[src/logic/loader_pkg.sv]
package loader_pkg;

    // Host side byte address and programming word address widths
    localparam int HPS_AW = 27;
    localparam int SDRAMW = 22;

    // Load queue geometry
    localparam int FIFO_DEPTH = 4;
    localparam int FIFO_PW    = 2;

    // Host download bus
    typedef logic [HPS_AW-1:0] hps_addr_t;
    typedef logic [7:0]        hps_byte_t;
    typedef logic [7:0]        dwnld_idx_t;

    // SDRAM programming port
    typedef logic [SDRAMW-1:0] sdram_addr_t;
    typedef logic [15:0]       prog_data_t;
    // Active low, bit 1 masks the upper byte
    typedef logic [1:0]        prog_mask_t;

    typedef logic [FIFO_PW-1:0] fifo_ptr_t;

    // File index used by the host for ROM data
    localparam dwnld_idx_t ROM_INDEX = 8'd0;

    // Bytes at or above this address do not fit in the programming space
    localparam hps_addr_t ROM_BYTES = hps_addr_t'(1) << (SDRAMW + 1);

    // Programming writer FSM
    typedef enum logic [1:0] {
        WR_IDLE,
        WR_ISSUE,
        WR_WAIT
    } wr_state_e;

endpackage
[src/logic/load_link_if.sv]
`timescale 1ns/1ps

// One programming byte moving between two loader stages
interface load_link_if;

    // Entry strobe, valid for a single cycle
    logic                    stb;
    loader_pkg::sdram_addr_t word_addr;
    loader_pkg::hps_byte_t   data;
    loader_pkg::prog_mask_t  mask;

    // Sink is busy, no new strobe allowed
    logic                    hold;

    // More entries may still come from upstream
    logic                    open;

    modport source (
        output stb, word_addr, data, mask, open,
        input  hold
    );

    modport sink (
        input  stb, word_addr, data, mask, open,
        output hold
    );

endinterface

[src/logic/mister_rom_loader.sv]
`timescale 1ns/1ps

module mister_rom_loader (
    input  logic                    clk_rom,
    input  logic                    arst_n,
    // Host I/O bridge
    input  logic                    hps_download,
    input  logic                    hps_wr,
    input  loader_pkg::dwnld_idx_t  hps_index,
    input  loader_pkg::hps_addr_t   hps_addr,
    input  loader_pkg::hps_byte_t   hps_dout,
    output logic                    hps_wait,
    // SDRAM programming port
    input  logic                    prog_rdy,
    output logic                    prog_we,
    output loader_pkg::sdram_addr_t prog_addr,
    output loader_pkg::prog_data_t  prog_data,
    output loader_pkg::prog_mask_t  prog_mask,
    output logic                    downloading
);

    load_link_if link_in ();
    load_link_if link_out ();

    dwnld_capture u_capture (
        .clk_rom      ( clk_rom      ),
        .arst_n       ( arst_n       ),
        .hps_download ( hps_download ),
        .hps_wr       ( hps_wr       ),
        .hps_index    ( hps_index    ),
        .hps_addr     ( hps_addr     ),
        .hps_dout     ( hps_dout     ),
        .hps_wait     ( hps_wait     ),
        .link         ( link_in      )
    );

    // Absorbs SDRAM latency
    load_fifo u_fifo (
        .clk_rom      ( clk_rom      ),
        .arst_n       ( arst_n       ),
        .link_in      ( link_in      ),
        .link_out     ( link_out     )
    );

    prog_writer u_writer (
        .clk_rom      ( clk_rom      ),
        .arst_n       ( arst_n       ),
        .link         ( link_out     ),
        .prog_rdy     ( prog_rdy     ),
        .prog_we      ( prog_we      ),
        .prog_addr    ( prog_addr    ),
        .prog_data    ( prog_data    ),
        .prog_mask    ( prog_mask    ),
        .downloading  ( downloading  )
    );

endmodule

[src/logic/prog_writer.sv]
`timescale 1ns/1ps

module prog_writer (
    input  logic                    clk_rom,
    input  logic                    arst_n,
    load_link_if.sink               link,
    input  logic                    prog_rdy,
    output logic                    prog_we,
    output loader_pkg::sdram_addr_t prog_addr,
    output loader_pkg::prog_data_t  prog_data,
    output loader_pkg::prog_mask_t  prog_mask,
    output logic                    downloading
);

    loader_pkg::wr_state_e state;
    logic                  busy;

    assign busy = (state != loader_pkg::WR_IDLE);

    // FSM
    always_ff @(posedge clk_rom or negedge arst_n) begin
        if (!arst_n) begin
            state <= loader_pkg::WR_IDLE;
        end else begin
            case (state)
                loader_pkg::WR_IDLE: begin
                    if (link.stb) begin
                        state <= loader_pkg::WR_ISSUE;
                    end
                end
                loader_pkg::WR_ISSUE: begin
                    // A fast memory may answer in the first cycle
                    if (prog_rdy) begin
                        state <= loader_pkg::WR_IDLE;
                    end else begin
                        state <= loader_pkg::WR_WAIT;
                    end
                end
                loader_pkg::WR_WAIT: begin
                    if (prog_rdy) begin
                        state <= loader_pkg::WR_IDLE;
                    end
                end
                default: begin
                    state <= loader_pkg::WR_IDLE;
                end
            endcase
        end
    end

    // Programming word, stable while prog_we is high
    always_ff @(posedge clk_rom) begin
        if (!busy && link.stb) begin
            prog_addr <= link.word_addr;
            prog_data <= {link.data, link.data};
            prog_mask <= link.mask;
        end
    end

    assign prog_we = (state == loader_pkg::WR_ISSUE) || (state == loader_pkg::WR_WAIT);

    // One entry at a time
    assign link.hold = busy;

    // Covers bytes still upstream and the write in progress
    always_ff @(posedge clk_rom or negedge arst_n) begin
        if (!arst_n) begin
            downloading <= 1'b0;
        end else begin
            downloading <= link.open | busy;
        end
    end

    // Memory only answers a write that is pending
    assert property (@(posedge clk_rom) disable iff (!arst_n)
        prog_rdy |-> prog_we)
        else $error("prog_rdy without a pending write");

endmodule

[src/logic/load_fifo.sv]
`timescale 1ns/1ps

module load_fifo (
    input  logic        clk_rom,
    input  logic        arst_n,
    load_link_if.sink   link_in,
    load_link_if.source link_out
);

    loader_pkg::sdram_addr_t addr_mem [loader_pkg::FIFO_DEPTH];
    loader_pkg::hps_byte_t   data_mem [loader_pkg::FIFO_DEPTH];
    loader_pkg::prog_mask_t  mask_mem [loader_pkg::FIFO_DEPTH];

    loader_pkg::fifo_ptr_t       wr_ptr;
    loader_pkg::fifo_ptr_t       rd_ptr;
    logic [loader_pkg::FIFO_PW:0] count;
    logic                        push;
    logic                        pop;
    logic                        empty;

    assign push  = link_in.stb;
    assign empty = (count == '0);

    // Head entry goes out as soon as the writer is free
    assign pop = !empty && !link_out.hold;

    // Pointers and occupancy
    always_ff @(posedge clk_rom or negedge arst_n) begin
        if (!arst_n) begin
            wr_ptr <= '0;
            rd_ptr <= '0;
            count  <= '0;
        end else begin
            if (push) begin
                wr_ptr <= wr_ptr + 1'b1;
            end
            if (pop) begin
                rd_ptr <= rd_ptr + 1'b1;
            end
            case ({push, pop})
                2'b10:   count <= count + 1'b1;
                2'b01:   count <= count - 1'b1;
                default: count <= count;
            endcase
        end
    end

    // Storage
    always_ff @(posedge clk_rom) begin
        if (push) begin
            addr_mem[wr_ptr] <= link_in.word_addr;
            data_mem[wr_ptr] <= link_in.data;
            mask_mem[wr_ptr] <= link_in.mask;
        end
    end

    // Hold early, the last slot belongs to the entry already captured
    assign link_in.hold = (count >= (loader_pkg::FIFO_PW + 1)'(loader_pkg::FIFO_DEPTH - 1));

    assign link_out.stb       = pop;
    assign link_out.word_addr = addr_mem[rd_ptr];
    assign link_out.data      = data_mem[rd_ptr];
    assign link_out.mask      = mask_mem[rd_ptr];
    assign link_out.open      = link_in.open | !empty;

    // The spare slot must absorb any strobe that slips past hold
    assert property (@(posedge clk_rom) disable iff (!arst_n)
        push |-> (count != (loader_pkg::FIFO_PW + 1)'(loader_pkg::FIFO_DEPTH)))
        else $error("load FIFO overflow");

endmodule

[src/logic/dwnld_capture.sv]
`timescale 1ns/1ps

module dwnld_capture (
    input  logic                   clk_rom,
    input  logic                   arst_n,
    input  logic                   hps_download,
    input  logic                   hps_wr,
    input  loader_pkg::dwnld_idx_t hps_index,
    input  loader_pkg::hps_addr_t  hps_addr,
    input  loader_pkg::hps_byte_t  hps_dout,
    output logic                   hps_wait,
    load_link_if.source            link
);

    logic                    keep;
    logic                    stb_r;
    logic                    dl_r;
    loader_pkg::sdram_addr_t addr_r;
    loader_pkg::hps_byte_t   data_r;
    loader_pkg::prog_mask_t  mask_r;

    // Only ROM bytes that fit in the programming space
    assign keep = hps_download && hps_wr
               && (hps_index == loader_pkg::ROM_INDEX)
               && (hps_addr < loader_pkg::ROM_BYTES);

    // Control path
    always_ff @(posedge clk_rom or negedge arst_n) begin
        if (!arst_n) begin
            stb_r <= 1'b0;
            dl_r  <= 1'b0;
        end else begin
            stb_r <= keep;
            dl_r  <= hps_download;
        end
    end

    // Entry register, loaded on every kept byte
    always_ff @(posedge clk_rom) begin
        if (keep) begin
            addr_r <= hps_addr[loader_pkg::SDRAMW:1];
            data_r <= hps_dout;
            // Odd byte goes to the upper lane
            mask_r <= hps_addr[0] ? 2'b01 : 2'b10;
        end
    end

    assign link.stb       = stb_r;
    assign link.word_addr = addr_r;
    assign link.data      = data_r;
    assign link.mask      = mask_r;

    // Still open while the host loads or an entry sits here
    assign link.open = dl_r | stb_r;

    // The queue keeps one slot spare for the entry in this register,
    // so the host is paused straight from the queue level
    assign hps_wait = link.hold;

    // Host protocol, a write is never issued against wait
    assert property (@(posedge clk_rom) disable iff (!arst_n)
        hps_wait |-> !hps_wr)
        else $error("hps_wr strobed while hps_wait is high");

endmodule

[config.mk]
export PLATFORM = sky130hd
export DESIGN_NAME = mister_rom_loader
export DESIGN_NICKNAME = d
export VERILOG_FILES = /design/src/logic/loader_pkg.sv /design/src/logic/load_link_if.sv /design/src/logic/mister_rom_loader.sv /design/src/logic/prog_writer.sv /design/src/logic/load_fifo.sv /design/src/logic/dwnld_capture.sv
export SDC_FILE = /design/constraint.sdc
export NUM_CORES = 1
export LEC_CHECK = 0
export BUFFER_PORTS_ARGS = -buffer_cell sky130_fd_sc_hd__buf_4
export CAP_MARGIN = 20
export CORE_UTILIZATION = 30
export CTS_BUF_LIST = sky130_fd_sc_hd__clkbuf_8
export CTS_CLUSTER_DIAMETER = 30
export DETAILED_ROUTE_END_ITERATION = 8
export HOLD_SLACK_MARGIN = 0.1
export PLACE_DENSITY = 0.46
export SYNTH_ARGS = -nofsm -noshare
export SYNTH_HDL_FRONTEND = slang
export SYNTH_HIERARCHICAL = 1
export SYNTH_SLANG_ARGS = --single-unit
[constraint.sdc]
create_clock -name clk_rom -period 5 [get_ports clk_rom]
set_input_delay 1 -clock clk_rom [delete_from_list [all_inputs] [get_ports clk_rom]]
set_output_delay 1 -clock clk_rom [all_outputs]
set_load 0.005 [all_outputs]
==> Word level (Yosys, flattened, before mapping) <==
Memories as Yosys holds them, arrays and structs flattened. A register that Yosys moved wholly into a read port is not among the register bits.
Index checks and enable logic that the tools add are counted.
{ "word_totals": {"out_inout_bits": 43, "n_memories": 3, "register_bits": 60, "mem_bits_rw": 128} }
{ "memory_table": {"columns": ["name", "words", "width", "read_ports", "rd_clocked_by_memory_dff", "wr", "line", "text"], "rows": [
  ["u_fifo.addr_mem", 4, 22, 1, 1, 1, "load_fifo.sv:10", "loader_pkg::sdram_addr_t addr_mem [loader_pkg::FIFO_DEPTH];"],
  ["u_fifo.data_mem", 4, 8, 1, 0, 1, "load_fifo.sv:11", "loader_pkg::hps_byte_t data_mem [loader_pkg::FIFO_DEPTH];"],
  ["u_fifo.mask_mem", 4, 2, 1, 1, 1, "load_fifo.sv:12", "loader_pkg::prog_mask_t mask_mem [loader_pkg::FIFO_DEPTH];"]
]} }
{ "classes": {"eq_ne": 6, "reduce_logical": 14, "magnitude_cmp": 2, "n_addsub": 4, "n_bitwise": 3, "mux": 8} }
{ "op_table": {"columns": ["operator", "count"], "rows": [
  ["$lt A27 B24 Y1 const B", 1],
  ["$logic_not A8 Y1", 1],
  ["$mux W2", 4],
  ["$pmux W2 S3", 1],
  ["$pmux W3 S2", 1],
  ["$logic_and A1 B1 Y1", 5],
  ["$add A2 B1 Y2 const B", 2],
  ["$eq A2 B1 Y1 const B", 2],
  ["$eq A2 B2 Y1 const B", 2],
  ["$ne A2 B2 Y1 const B", 2],
  ["$reduce_bool A2 Y1", 2],
  ["$add A3 B1 Y3 const B", 1],
  ["$ge A3 B2 Y1 const B", 1],
  ["$logic_not A3 Y1", 1],
  ["$or A1 B1 Y1", 3],
  ["$sub A3 B1 Y3 const B", 1],
  ["$logic_not A1 Y1", 2],
  ["$logic_not A2 Y1", 1],
  ["$mux W1", 2],
  ["$reduce_and A2 Y1", 1],
  ["$logic_or A1 B1 Y1", 1]
]} }

==> Depth between registers and ports, before layout <==
{ "logic_depth": {"ltp_word": 5, "ltp_mapped": 10, "depth_no_buf": 10} }

==> By module <==
The synthesis kept the hierarchy.
{ "modules_own_cells": {"columns": ["module", "cells_each", "area_each_um2", "n_inst"], "rows": [
  ["load_fifo", 206, 5079.9, 1],
  ["prog_writer", 58, 1221.2, 1],
  ["dwnld_capture", 42, 1064.8, 1]
]} }

==> Least setup slack after synthesis <==
No wires, ideal clock.
{ "synth_path": {"kind": "input-to-reg", "start": "input port hps_addr[25]", "end": "register u_capture.data_r[0] (netlist: u_capture/link.data[0]) (enable)", "arrival_ns": 2.161, "required_time_ns": 4.608, "stages": 2, "setup_slack_ns": 2.447, "path_cell_list": "nor4b_1 > and4_1"} }
{ "synth_between": {"elab_chain_cells": 2} }
{ "synth_lines": {"columns": ["element", "line", "text"], "rows": [
  ["start: declaration", "mister_rom_loader.sv:10", "input loader_pkg::hps_addr_t hps_addr,"],
  ["$lt A27 B24 Y1", "dwnld_capture.sv:25", "&& (hps_addr < loader_pkg::ROM_BYTES);"],
  ["$logic_and A1 B1 Y1", "dwnld_capture.sv:25", null],
  ["via u_capture.keep", "dwnld_capture.sv:15", "logic keep;"],
  ["end signal: assignment", "dwnld_capture.sv:42", "data_r <= hps_dout;"],
  ["end: declaration", "dwnld_capture.sv:19", "loader_pkg::hps_byte_t data_r;"]
]} }
The timed path passes the listed nets, and every way through them passes these cells.
A chain may end at the register's enable or synchronous reset.

==> Worst setup path in the final report <==
{ "layout_path": {"start": "register u_writer.state[0]", "end": "output port prog_we"} }
{ "layout_between": {"elab_chain_cells": 2, "elab_cells_between_ends": 3, "cone_classes": "2 x eq/ne; 1 x reduce/logical"} }
{ "layout_lines": {"columns": ["element", "line", "text"], "rows": [
  ["start: declaration", "prog_writer.sv:15", "loader_pkg::wr_state_e state;"],
  ["start signal: assignment", "prog_writer.sv:23", "state <= loader_pkg::WR_IDLE;"],
  ["start signal: assignment", "prog_writer.sv:28", "state <= loader_pkg::WR_ISSUE;"],
  ["start signal: assignment", "prog_writer.sv:34", "state <= loader_pkg::WR_IDLE;"],
  ["$eq A2 B1 Y1 / $eq A2 B2 Y1 (equally long branches)", "prog_writer.sv:60", "assign prog_we = (state == loader_pkg::WR_ISSUE) || (state == loader_pkg::WR_WAIT);"],
  ["$logic_or A1 B1 Y1 (*)", "prog_writer.sv:60", null],
  ["end: declaration", "mister_rom_loader.sv:15", "output logic prog_we,"]
]} }
Mark *: on every way between the ends. The rest lies on a longest branch, timed or not.

==> results.md <==
Cells and area:
- In the final layout, the share of cells above drive strength 1 is 40.83%.
- The repair_antennas step left the layout with diodes totalling 0.
- The most common cell after layout, fill and taps aside is sky130_fd_sc_hd__edfxtp_1.
- For this run, the share of the core covered by cells in the final layout is 38.42%.
- Fill cells in the final layout number 2189.
- In the final design database the tool counted 483 nets.
- The synthesis-to-layout area growth is 23.88%.
- The library cells used most frequently in the layout, excluding fill and tap cells, are sky130_fd_sc_hd__edfxtp_1, sky130_fd_sc_hd__buf_4, sky130_fd_sc_hd__clkbuf_8.

Detailed routing:
- The final routed wire length divided by cell count is 17.58 um.
- After detailed routing, the number of vias per cell comes to 4.211.
- The number of search-and-repair iterations in the first detailed-routing pass is 4.
- For this run, design rule violations remaining after detail routing come to 0.
- For this block, the initial DRC count from the detailed router was 185.
- Summed over all layers, the routed wires come to 13660 um.
- Across all layers, the routed design uses 3272 vias.
- The antenna violation net count after detailed routing is 0.

Floorplanning:
- The area of the die is 25180 um^2.
- The die outline width is 158.7 um.
- In this run the standard cell core region covers 23750 um^2.
- The number of top-level pins is 91.
- The floorplan has 56 rows.
- The die height is 158.7 um.
- Once the floorplan was initialized, standard cells occupied 31.01% of the core.

Critical path:
- For this run, the slowest stage of the critical path takes 380 ps.
- The worst register-to-register path begins at u_writer/state[0]$_DFFE_PN0P_.
- The first element of the critical path is u_writer/state[0]$_DFFE_PN0P_.
- The arrival time of the worst setup path is 1410 ps.
- The startpoint kind of the worst setup timing path is a flop.
- Traced cell by cell, the critical path runs through inv_1 > ha_1 > buf_4.
- The critical path in this run is classified as flop to output pin.
- The critical path's slowest cell is sky130_fd_sc_hd__dfrtp_1.
- The required time at the worst-slack endpoint is 4000 ps.
- The capturing element type of the critical path is an output pin.
- Along the worst path, the maximum fanout reaches 3.

STA:
- Setup slack closes at 2587 ps.
- The post-route clock period utilization is 48.26%.
- The total count of max-transition violations in the final report is 0.
- The tightest hold path in the finished design has a slack of 317.8 ps.
- The slew at the pin closest to its max-slew limit is 1018 ps.
- The setup TNS is 0 ps.
- The final setup skew is 15.32 ps.
- Setup violations remaining at the end of the flow were counted as 0.
- The worst slew slack as a fraction of its limit is 32.11%.
- Derived from the worst setup path, the maximum achievable clock frequency is 414.4 MHz.
- After layout, the minimum clock period comes to 2413 ps.
- Setup repair after global routing left no endpoint under its margin.
- The number of failing hold endpoints at the final stage is 0.

Synthesis:
- Averaged over all synthesized cells, the footprint is 24.07 um^2.
- The summed instance area of the synthesized netlist is 7366 um^2.
- The cell count after synthesis came out at 306.
- The unique cell type count in the Yosys netlist is 32.
- Sequential elements use 82.35% of the synthesized area.
- The count of flip-flops with a built-in enable after synthesis is 192.
- The total number of yosys warnings is 6.
- After synthesis, the share of flip-flops with an asynchronous set or reset is 5.882%.
- For this run, the leading register cell type out of synthesis is sky130_fd_sc_hd__edfxtp_1.
- The number of synthesized register bits is 204.
- When the netlist entered floorplanning its net count stood at 364.

Global routing:
- Summed over all layers, the global routing overflow is 0.
- The pin count of the biggest net entering global routing is 34.
- The number of global-route vias before repair is 3680.
- The global-route wire length before repair is 20480 um.
- In the global route stage, overall resource usage came out at 11.38%.
- The initial antenna violation count is 0.

Run status:
- The flow ran to the end, and the final reports show no timing, DRC or antenna violations.

CTS:
- The buffer type at the clock tree root is sky130_fd_sc_hd__clkbuf_8.
- The maximum level of the CTS H-tree is 2.
- The CTS tree is yes.
- No sink is reached through more buffers than the 3 on the longest clock path.
- The post-CTS setup buffer count is 0.
- The clock net in this run drives a total of 204 sinks.
- The number of CTS-inserted buffers is 43.
- The post-cts hold buffer count is 0.
- Clock latency on the worst-skew pair, taken at its later pin, is 520 ps.
- Clock-pin slew was measured on the worst setup and hold paths at 60 ps.
- Once the clock tree was built, the resizer swapped 0 gates to a different size.

Hold path:
- The tightest min-delay check is of the input pin to asynchronous set/reset pin type.

Pwr:
- The static power due to leakage is 3.199 nW.
- In this run the power density over the cells is 515.1 nW/um^2.
- The worst vdd rail ir drop is 304.3 uV.

Run:
- Across the run, the number of max-cap violations was 0.

Placed design:
- The pre-CTS worst setup slack is 2197 ps.
- The number of port buffers is 90.
- The half-perimeter wire length after detailed placement is 7196 um.
- At the end of routability-driven placement, the weighted congestion stood at 0.6192.
## through the flow
stage	total power, W	cells	area (um^2)
after CTS	0.004805	777	9125
final	0.004700	777	9125
after floorplan	0.002784	306	7366
after global routing	0.004957	777	9125
after global placement	0.003075	699	8299
after detailed placement	0.003094	699	8299
## synth_stat cells (all sizes together) (2+ instances only)
master / number / area, um^2
buf: 16 / 153.9
nor2: 4 / 15.01
edfxtp: 192 / 5766
mux4: 32 / 735.7
inv: 11 / 41.29
nor4b: 2 / 17.52
nand2b: 3 / 21.27
dfrtp: 12 / 300.3
ha: 9 / 112.6
and2: 5 / 32.53
o21ai: 2 / 13.76
xor2: 5 / 43.79
## sequential cells by signal, summed over array words and instances (netlist names), 3 cells and up
name                      flops
u_capture/link.word_addr     22
u_fifo/mask_mem               8
u_fifo/data_mem              32
u_writer/prog_data            8
u_fifo/addr_mem              88
u_writer/prog_addr           22
u_fifo/count                  3
u_capture/link.data           8
## power by group
part           total (W)  leakage (nW)  switching, W  internal (W)
Sequential       0.00220          1.88      0.000140       0.00206
Clock            0.00166         0.455      0.000697      0.000959
Combinational   0.000845         0.866      0.000361      0.000484
## worst max-delay path: cells and delay by family, from the launching register on
kind	cells	cell delay (ps)
flip-flops	1	380
buffers and inverters	2	220
adder cells (fa/ha/maj)	1	290
## kinds of logic after synthesis
group                      count (synthesis)  synth area share (%)
DFF                                      204                 82.35
muxes                                     34                 10.33
buffers and inverters                     28                 2.701
and+or+nand+nor                           20                 1.682
adders and majority gates                 10                 1.801
xor gates and xnor gates                   6                0.7134
AOI/OAI and AO/OA                          4                0.4247
## path summary, 6_finish.rpt
| check | end | slack, ps | depth (start not counted) |
|---|---|---|---|
| min in group clk_rom | u_fifo/addr_mem[1][17]$_DFFE_PP_ | 490 | 0 |
| worst min register to register | u_fifo/addr_mem[1][17]$_DFFE_PP_ | 490 | 0 |
| worst max-delay path | prog_we | 2590 | 3 |
| max in group asynchronous | u_fifo/rd_ptr[1]$_DFFE_PN0P_ | 4500 | 1 |
| worst min-delay path | u_writer/state[0]$_DFFE_PN0P_ | 320 | 1 |
| worst max register to register | u_fifo/count[2]$_DFFE_PN0P_ | 2650 | 10 |
## routing by layer
metal	up-vias	track usage [%]	part of all wire [%]
li1	1477	-	-
met5	-	0	0
met3	23	3.348	5.7
met2	106	19.11	50
met1	1666	13.76	43
met4	0	4.441	1.9
## layout make-up
class	instances	area, um^2	share of cell area, %
timing repair buffer	91	683.2	7.487
multi-input combinational	74	1107	12.13
sequential	204	6068	66.50
clock buffer	43	591.8	6.486
clock inverter	35	234.0	2.564
inverter	11	41.29	0.4525
tap	319	399.1	4.374
(Power assumes the default switching activity.)
